`src/hw/cpuPkg.sv`:
```
package cpuPkg;

    localparam int DataWidth = 16;
    localparam int RegCount = 16;
    localparam int RegAddrWidth = $clog2(RegCount);

    typedef logic [DataWidth-1:0] dataT;
    typedef logic [RegAddrWidth-1:0] regAddrT;

    // Major opcodes, bits 15 to 12 of the instruction
    typedef enum logic [3:0] {
        NOP     = 4'd0,
        ALUREG  = 4'd1,
        LOADIMM = 4'd2,
        ALUIMM  = 4'd3,
        BRZ     = 4'd4,
        JMP     = 4'd5,
        JAL     = 4'd6
    } opcodeE;

    // Minor opcodes; 8 to 15 give a zero result
    typedef enum logic [3:0] {
        ADD   = 4'd0,
        SUB   = 4'd1,
        AND   = 4'd2,
        OR    = 4'd3,
        XOR   = 4'd4,
        SHL   = 4'd5,
        SHR   = 4'd6,
        PASSB = 4'd7
    } aluOpE;

    typedef enum logic [1:0] {
        ALU  = 2'd0,
        IMM  = 2'd1,
        LINK = 2'd2
    } wbSrcE;

    // Raw opcode kept as plain bits so unknown encodings survive to the decoder
    typedef struct packed {
        logic [3:0] opcode;
        regAddrT    regA;
        regAddrT    regB;
        logic [3:0] minor;
    } instrT;

    typedef struct packed {
        logic    valid;
        opcodeE  opcode;
        aluOpE   aluOp;
        regAddrT regA;
        regAddrT regB;
        logic    readA;
        logic    readB;
        logic    writeEn;
        wbSrcE   wbSrc;
        logic    immEn;
        dataT    imm;
        logic    branch;
        logic    jump;
        logic    link;
        dataT    offset;
    } decodedT;

    typedef struct packed {
        logic    valid;
        logic    branch;
        logic    jump;
        logic    link;
        aluOpE   aluOp;
        wbSrcE   wbSrc;
        logic    writeEn;
        regAddrT dest;
        dataT    dataA;
        dataT    dataB;
        dataT    imm;
        dataT    instrAddr;
        dataT    offset;
        dataT    jumpTarget;
    } issueT;

    typedef struct packed {
        logic    en;
        regAddrT addr;
        dataT    data;
    } writeT;

    typedef struct packed {
        logic taken;
        dataT target;
    } redirectT;

endpackage
```
`src/hw/cpuCore.sv`:
```
module cpuCore
    import cpuPkg::*;
#(
    parameter dataT ResetAddr = '0
) (
    input  logic  clk,
    input  logic  rstN,
    input  logic  sysEn,
    output dataT  instrAddr,
    input  instrT instr,
    output writeT regWrite
);

    logic     fetchValid;
    dataT     fetchAddr;
    decodedT  decoded;
    dataT     readDataA;
    dataT     readDataB;
    issueT    issue;
    redirectT redirect;

    programCounter #(
        .ResetAddr(ResetAddr)
    ) programCounter_i (
        .clk       (clk),
        .rstN      (rstN),
        .sysEn     (sysEn),
        .redirect  (redirect),
        .instrAddr (instrAddr),
        .fetchValid(fetchValid),
        .fetchAddr (fetchAddr)
    );

    instructionDecoder instructionDecoder_i (
        .instr     (instr),
        .fetchValid(fetchValid),
        .decoded   (decoded)
    );

    // Writeback from execute feeds the register file and the observation port
    registerFile registerFile_i (
        .clk      (clk),
        .rstN     (rstN),
        .readAddrA(decoded.regA),
        .readAddrB(decoded.regB),
        .write    (regWrite),
        .readDataA(readDataA),
        .readDataB(readDataB)
    );

    issueStage issueStage_i (
        .clk      (clk),
        .rstN     (rstN),
        .decoded  (decoded),
        .fetchAddr(fetchAddr),
        .readDataA(readDataA),
        .readDataB(readDataB),
        .redirect (redirect),
        .issue    (issue)
    );

    executeUnit executeUnit_i (
        .issue   (issue),
        .redirect(redirect),
        .write   (regWrite)
    );

endmodule

```
`src/hw/executeUnit.sv`:
```
module executeUnit
    import cpuPkg::*;
(
    input  issueT    issue,
    output redirectT redirect,
    output writeT    write
);

    dataT aluResult;
    dataT linkAddr;
    logic branchTaken;
    logic jumpTaken;

    aluSimple alu_i (
        .op    (issue.aluOp),
        .a     (issue.dataA),
        .b     (issue.dataB),
        .result(aluResult)
    );

    // Branches are relative to their own address
    assign branchTaken = issue.valid && issue.branch && (issue.dataA == '0);
    assign jumpTaken = issue.valid && issue.jump;
    assign linkAddr = issue.instrAddr + dataT'(1);

    always_comb begin
        redirect.taken = branchTaken || jumpTaken;
        if (branchTaken) begin
            redirect.target = issue.instrAddr + issue.offset;
        end else begin
            redirect.target = issue.jumpTarget;
        end
    end

    always_comb begin
        write.en = issue.valid && issue.writeEn;
        write.addr = issue.dest;
        case (issue.wbSrc)
            IMM:     write.data = issue.imm;
            LINK:    write.data = issue.link ? linkAddr : aluResult;
            default: write.data = aluResult;
        endcase
    end

    // A squashed slot must never steer the PC
    always_comb begin
        assert (!redirect.taken || issue.valid);
    end

endmodule

```
`src/hw/aluSimple.sv`:
```
module aluSimple
    import cpuPkg::*;
(
    input  aluOpE op,
    input  dataT  a,
    input  dataT  b,
    output dataT  result
);

    logic [3:0] shamt;

    // Shift distance is the low nibble of B
    assign shamt = b[3:0];

    always_comb begin
        case (op)
            ADD: begin
                result = a + b;
            end
            SUB: begin
                result = a - b;
            end
            AND: begin
                result = a & b;
            end
            OR: begin
                result = a | b;
            end
            XOR: begin
                result = a ^ b;
            end
            SHL: begin
                result = a << shamt;
            end
            SHR: begin
                result = a >> shamt;
            end
            PASSB: begin
                result = b;
            end
            default: begin
                result = '0;
            end
        endcase
    end

endmodule

```
`src/hw/issueStage.sv`:
```
module issueStage
    import cpuPkg::*;
(
    input  logic     clk,
    input  logic     rstN,
    input  decodedT  decoded,
    input  dataT     fetchAddr,
    input  dataT     readDataA,
    input  dataT     readDataB,
    input  redirectT redirect,
    output issueT    issue
);

    dataT  operandA;
    dataT  operandB;
    issueT nextIssue;

    assign operandA = decoded.readA ? readDataA : '0;

    // Immediate mux on the B side
    always_comb begin
        if (decoded.immEn) begin
            operandB = decoded.imm;
        end else if (decoded.readB) begin
            operandB = readDataB;
        end else begin
            operandB = '0;
        end
    end

    always_comb begin
        nextIssue.valid = decoded.valid && !redirect.taken;
        nextIssue.branch = decoded.branch;
        nextIssue.jump = decoded.jump;
        nextIssue.link = decoded.link;
        nextIssue.aluOp = decoded.aluOp;
        nextIssue.wbSrc = decoded.wbSrc;
        nextIssue.writeEn = decoded.writeEn;
        nextIssue.dest = decoded.regA;
        nextIssue.dataA = operandA;
        nextIssue.dataB = operandB;
        nextIssue.imm = decoded.imm;
        nextIssue.instrAddr = fetchAddr;
        nextIssue.offset = decoded.offset;
        // JAL jumps through regB, JMP carries its target in the immediate
        nextIssue.jumpTarget = (decoded.opcode == JAL) ? operandB : decoded.imm;
    end

    always_ff @(posedge clk) begin
        if (!rstN) begin
            issue.valid <= 1'b0;
        end else begin
            issue <= nextIssue;
        end
    end

endmodule

```
`src/hw/registerFile.sv`:
```
module registerFile
    import cpuPkg::*;
(
    input  logic    clk,
    input  logic    rstN,
    input  regAddrT readAddrA,
    input  regAddrT readAddrB,
    input  writeT   write,
    output dataT    readDataA,
    output dataT    readDataB
);

    dataT regs [RegCount];

    always_ff @(posedge clk) begin
        if (!rstN) begin
            regs <= '{default: '0};
        end else if (write.en) begin
            regs[write.addr] <= write.data;
        end
    end

    // Write-through so decode sees the result executing in the same cycle
    always_comb begin
        if (write.en && write.addr == readAddrA) begin
            readDataA = write.data;
        end else begin
            readDataA = regs[readAddrA];
        end

        if (write.en && write.addr == readAddrB) begin
            readDataB = write.data;
        end else begin
            readDataB = regs[readAddrB];
        end
    end

    // Issue register clears under reset, so no write may follow a reset cycle
    noWriteInReset: assert property (
        @(posedge clk) !rstN |=> !write.en
    );

endmodule

```
`src/hw/instructionDecoder.sv`:
```
module instructionDecoder
    import cpuPkg::*;
(
    input  instrT   instr,
    input  logic    fetchValid,
    output decodedT decoded
);

    logic [DataWidth-1:0] raw;

    assign raw = instr;

    always_comb begin
        decoded = '0;
        decoded.valid = fetchValid;
        decoded.opcode = NOP;
        decoded.aluOp = aluOpE'(instr.minor);
        decoded.regA = instr.regA;
        decoded.regB = instr.regB;
        decoded.wbSrc = ALU;
        // Branch displacement spans the regB and minor fields
        decoded.offset = {{(DataWidth - 8){raw[7]}}, raw[7:0]};

        case (instr.opcode)
            NOP: begin
                decoded.opcode = NOP;
            end
            ALUREG: begin
                decoded.opcode = ALUREG;
                decoded.readA = 1'b1;
                decoded.readB = 1'b1;
                decoded.writeEn = 1'b1;
            end
            LOADIMM: begin
                decoded.opcode = LOADIMM;
                decoded.writeEn = 1'b1;
                decoded.wbSrc = IMM;
                decoded.immEn = 1'b1;
                decoded.imm = {{(DataWidth - 8){1'b0}}, raw[7:0]};
            end
            ALUIMM: begin
                decoded.opcode = ALUIMM;
                decoded.readA = 1'b1;
                decoded.writeEn = 1'b1;
                decoded.immEn = 1'b1;
                // Small immediate sits in the regB field
                decoded.imm = {{(DataWidth - 4){1'b0}}, raw[7:4]};
            end
            BRZ: begin
                decoded.opcode = BRZ;
                decoded.readA = 1'b1;
                decoded.branch = 1'b1;
            end
            JMP: begin
                decoded.opcode = JMP;
                decoded.jump = 1'b1;
                decoded.imm = {{(DataWidth - 12){1'b0}}, raw[11:0]};
            end
            JAL: begin
                decoded.opcode = JAL;
                decoded.readB = 1'b1;
                decoded.writeEn = 1'b1;
                decoded.wbSrc = LINK;
                decoded.jump = 1'b1;
                decoded.link = 1'b1;
            end
            default: begin
                // Unknown encodings retire as dead bubbles
                decoded.valid = 1'b0;
            end
        endcase
    end

endmodule

```
`src/hw/programCounter.sv`:
```
module programCounter
    import cpuPkg::*;
#(
    parameter dataT ResetAddr = '0
) (
    input  logic     clk,
    input  logic     rstN,
    input  logic     sysEn,
    input  redirectT redirect,
    output dataT     instrAddr,
    output logic     fetchValid,
    output dataT     fetchAddr
);

    dataT pc;

    // A redirect wins over the pause so in-flight jumps still land
    always_ff @(posedge clk) begin
        if (!rstN) begin
            pc <= ResetAddr;
        end else if (redirect.taken) begin
            pc <= redirect.target;
        end else if (sysEn) begin
            pc <= pc + dataT'(1);
        end
    end

    // The memory answers one cycle later, so valid and address follow it by one
    always_ff @(posedge clk) begin
        if (!rstN) begin
            fetchValid <= 1'b0;
        end else begin
            fetchValid <= sysEn && !redirect.taken;
        end
    end

    always_ff @(posedge clk) begin
        fetchAddr <= pc;
    end

    assign instrAddr = pc;

    // A paused cycle must not hand a new instruction to decode
    pauseBlocksFetch: assert property (
        @(posedge clk) disable iff (!rstN)
        (!sysEn && !redirect.taken) |=> !fetchValid
    );

endmodule

```
`config.mk`:
```
export PLATFORM = sky130hd
export DESIGN_NAME = cpuCore
export DESIGN_NICKNAME = d
export VERILOG_FILES = /design/src/hw/cpuPkg.sv /design/src/hw/cpuCore.sv /design/src/hw/executeUnit.sv /design/src/hw/aluSimple.sv /design/src/hw/issueStage.sv /design/src/hw/registerFile.sv /design/src/hw/instructionDecoder.sv /design/src/hw/programCounter.sv
export SDC_FILE = /design/constraint.sdc
export NUM_CORES = 1
export LEC_CHECK = 0
export BUFFER_PORTS_ARGS = -buffer_cell sky130_fd_sc_hd__buf_2
export CAP_MARGIN = 15
export CORE_UTILIZATION = 40
export CTS_BUF_LIST = sky130_fd_sc_hd__clkbuf_8
export DETAILED_ROUTE_END_ITERATION = 8
export PLACE_DENSITY = 0.59
export SYNTH_ARGS = -nofsm -noshare
export SYNTH_HDL_FRONTEND = slang
export SYNTH_HIERARCHICAL = 1
export SYNTH_SLANG_ARGS = --single-unit
```
`constraint.sdc`:
```
create_clock -name clk -period 5.12 [get_ports clk]
set_input_delay 0.256 -clock clk [delete_from_list [all_inputs] [get_ports clk]]
set_output_delay 0.256 -clock clk [all_outputs]
set_load 0.02 [all_outputs]
```
==> run_results.csv <==
group,metric,value,unit
final_layout,fin_nets,2656,
timing,rsz0062_at_grt,"yes",
setup_path,cp_max_fo,18,
min_path,hp-class,"in -> reg",
setup_path,critPathLaunchType,"flip-flop",
global_routing,track_usage,27.2,%
synthesis,synth_seq_area_share,36.0,%
timing,max_freq,204,MHz
global_routing,grt_pass1_vias,19700,
synthesis,ys_warn_count,6,
cts,insertion_delay,660,ps
cts,root_buffer,"clkbuf_8",
status,status,"finished clean",
route,drtAntennaViolNets,0,
setup_path,cp_slowest_cell,"or4_1",
pwr,netSwitchingFraction,29.6,%
synthesis,synth_area,25300,um2
setup_path,critPathCaptureType,"output port",
placed_design,place.gp.congestion,0.959,
timing,skew,41.4,ps
route,first_iter_violations,1984,
pwr,vdd_drop_max,0.188,mV
die,core_area,62200,um2
pwr,power_density,272,nW/um2
cts,cts.clk_slew.worst_paths,60,ps
final_layout,synthToLayoutAreaGrowth,8.36,%
synthesis,synth-edff-count,110,
global_routing,grt_first_pass_wirelength,129000,um
route,drc,0,
cts,cts_made_buffers,72,
final_layout,design_area,27400,um2
global_routing,grtUsageMet1,35.9,%
pwr,intPower,5.27,mW
setup_path,required,4860,ps
timing,worst_pin_slew,1270,ps
route,via_per_inst,5.96,
route,totalWireLength,88300,um
route,dr_total_vias,20600,
global_routing,grt_max_degree,200,
synthesis,synthArstFlopShare,0,%
timing,post-route-period-util,95.6,%
synthesis,syn_inst,2593,
setup_path,worstPathArrival,4640,ps
setup_path,crit_path_max_incr_delay,470,ps
final_layout,final_common_cell,"nand2_1",
setup_path,path_class,"reg -> out",
die,row_count,91,
global_routing,use_met3,5.44,%
global_routing,antenna_found_initial,4,
setup_path,cp_top_family,"compound AO/OA/AOI/OAI gates",
cts,cts_sinks,400,
die,io_pins,56,
final_layout,fin_cells,3455,
placed_design,place.port_buffers,55,
pwr,p_clk_share,39.6,%
timing,setup_viol,0,
route,routedWlPerCell,25.5,um
setup_path,cp_cell_sequence,"inv_1 -> ha_1 -> nand2_1 -> or4_1 -> nor2_4 -> a21oi_1 -> xnor2_1 -> ha_1 -> a21o_1 -> a21o_1 -> a211oi_2 -> a21oi_1 -> xnor2_1 -> a211o_1 -> a22oi_1 -> o21ai_2 -> buf_4 -> buf_2",
synthesis,ys.flop_type,"dfxtp_1",
synthesis,netlist-cell-type-count,101,
cts,cts.path.max_buffers,3,
timing,finalHoldViolCount,0,
timing,slew_viol_final,0,
pwr,power_leakage,10.0,nW
pwr,pwr-share-seq,45.4,%
global_routing,top_usage_layer,"met2",
setup_path,crit_buf_inv,3,
global_routing,gr-total-overflow,0,
run,max_cap_viol_count,0,
die,die_w,254,um
die,start_util,40.7,%
pwr,power.switching,2.21,mW
final_layout,final_cell_mix,"606 x nand2_1, 290 x dfxtp_1, 166 x a21boi_1",
die,dieArea,64300,um2
pwr,p_comb_share,15.0,%
synthesis,syn_avg_cell_area,9.77,um2
cts,cts_tree,"built",
placed_design,place_inst,3319,
global_routing,met2_usage,43.6,%
timing,max-slew-margin-rel,15.0,%
route,drt_pass1_iterations,6,
final_layout,fillers,6014,
cts,cts-htree-levels,3,
final_layout,drive_above_1_share,17.5,%
synthesis,synth_seq_cells,400,
timing,period_needed,4890,ps
die,die_h,254,um
placed_design,hpwl,58500,um
placed_design,place_area,25900,um2
## metrics by stage
stage | util (%) | hold slack (ps) | TNS, ps | total power, mW | setup WS [ps]
global placement | 41.6 | 386 | 0 | 4.55 | 403
floorplan | - | 368 | 0 | 4.19 | 38.0
detailed placement | 41.7 | 384 | 0 | 4.55 | 408
finish | 44.1 | 135 | 0 | 7.48 | 227
global route | 44.1 | 115 | -66.2 | 7.75 | -66.2
CTS | 44.0 | 79.9 | 0 | 7.52 | 8.11
## worst reg2reg max path: cells and delay by family, from the launching register on
| family | cells | cell delay, ps |
|---|---|---|
| AOI/OAI and AO/OA | 9 | 1640 |
| and+or+nand+nor | 3 | 720 |
| muxes | 2 | 540 |
| adders and majority gates | 2 | 520 |
| DFF | 1 | 440 |
| xor gates and xnor gates | 2 | 300 |
| buffers and inverters | 1 | 110 |
## cells in the mapped netlist, types with 56 or more instances
library cell    n  area, um2
dfxtp_1       290       5810
buf_4          60        450
mux2i_1       121       1210
nor2_1         92        345
edfxtp_1      110       3300
ha_1           68        851
a21boi_0       92        691
clkbuf_1      109        409
inv_1          56        210
a21oi_1        61        305
o21ai_0        67        335
mux4_2        121       2730
nand2_1       606       2270
a21boi_1      166       1250
## worst paths after layout
| path | start | end | slack (ps) | cells after the start |
|---|---|---|---|---|
| worst max-delay path | issueStage_i/issue[65] | regWrite[15] | 230 | 18 |
| worst min-delay path | instr[15] | issueStage_i/issue[101] | 130 | 2 |
| worst max register to register | issueStage_i/issue[65] | issueStage_i/issue[15] | 570 | 19 |
| worst min register to register | programCounter_i/fetchAddr[4] | issueStage_i/issue[36] | 400 | 0 |
## power groups by stage
stage | clock network, mW | logic [mW] | registers [mW]
floorplan | 0 | 0.771 | 3.42
global placement | 0 | 1.09 | 3.46
detailed placement | 0 | 1.09 | 3.46
CTS | 3.03 | 1.10 | 3.39
global route | 3.16 | 1.19 | 3.40
finish | 2.96 | 1.12 | 3.39
## layer usage
metal / part of all wire [%] / up-vias
li1: - / 9228
met1: 42 / 10300
met2: 47 / 844
met3: 7.1 / 178
met4: 3.7 / 6
met5: 0.034 / -
## final cells by class
type	instances	area (um2)	area share, %
Sequential cell	400	9110	33.2
Clock inverter	39	210	0.766
Inverter	57	214	0.780
Multi-Input combinational cell	1904	14700	53.7
Clock buffer	85	1170	4.26
Tap cell	837	1050	3.82
Timing Repair Buffer	132	966	3.52
Antenna cell	1	2.50	0.00912
## timing repair
item / CTS / global route
setup endpoints to repair: 2 / 8
hold buffers: 5 / 0
setup buffers: 0 / 4
endpoints found under the hold margin: 9 / 0
pin swaps: 0 / 3
gates resized for setup: 4 / 9
## state kept, by name (all words and copies together), names as in the netlist
register / flops
registerFile_i/regs: 256
issueStage_i/issue: 111
programCounter_i/fetchAddr: 16
programCounter_i/instrAddr: 16
programCounter_i/fetchValid: 1
## cell families after synthesis
family	count (synthesis)	synth area share (%)
flops	400	36.0
buf+inv	293	6.29
other cells	1	0.0148
simple gates	888	15.8
xor+xnor	74	2.59
compound gates	549	15.6
fa+ha+maj	70	3.52
mux	318	20.2
Note: power is estimated with default switching activity, not from simulation.
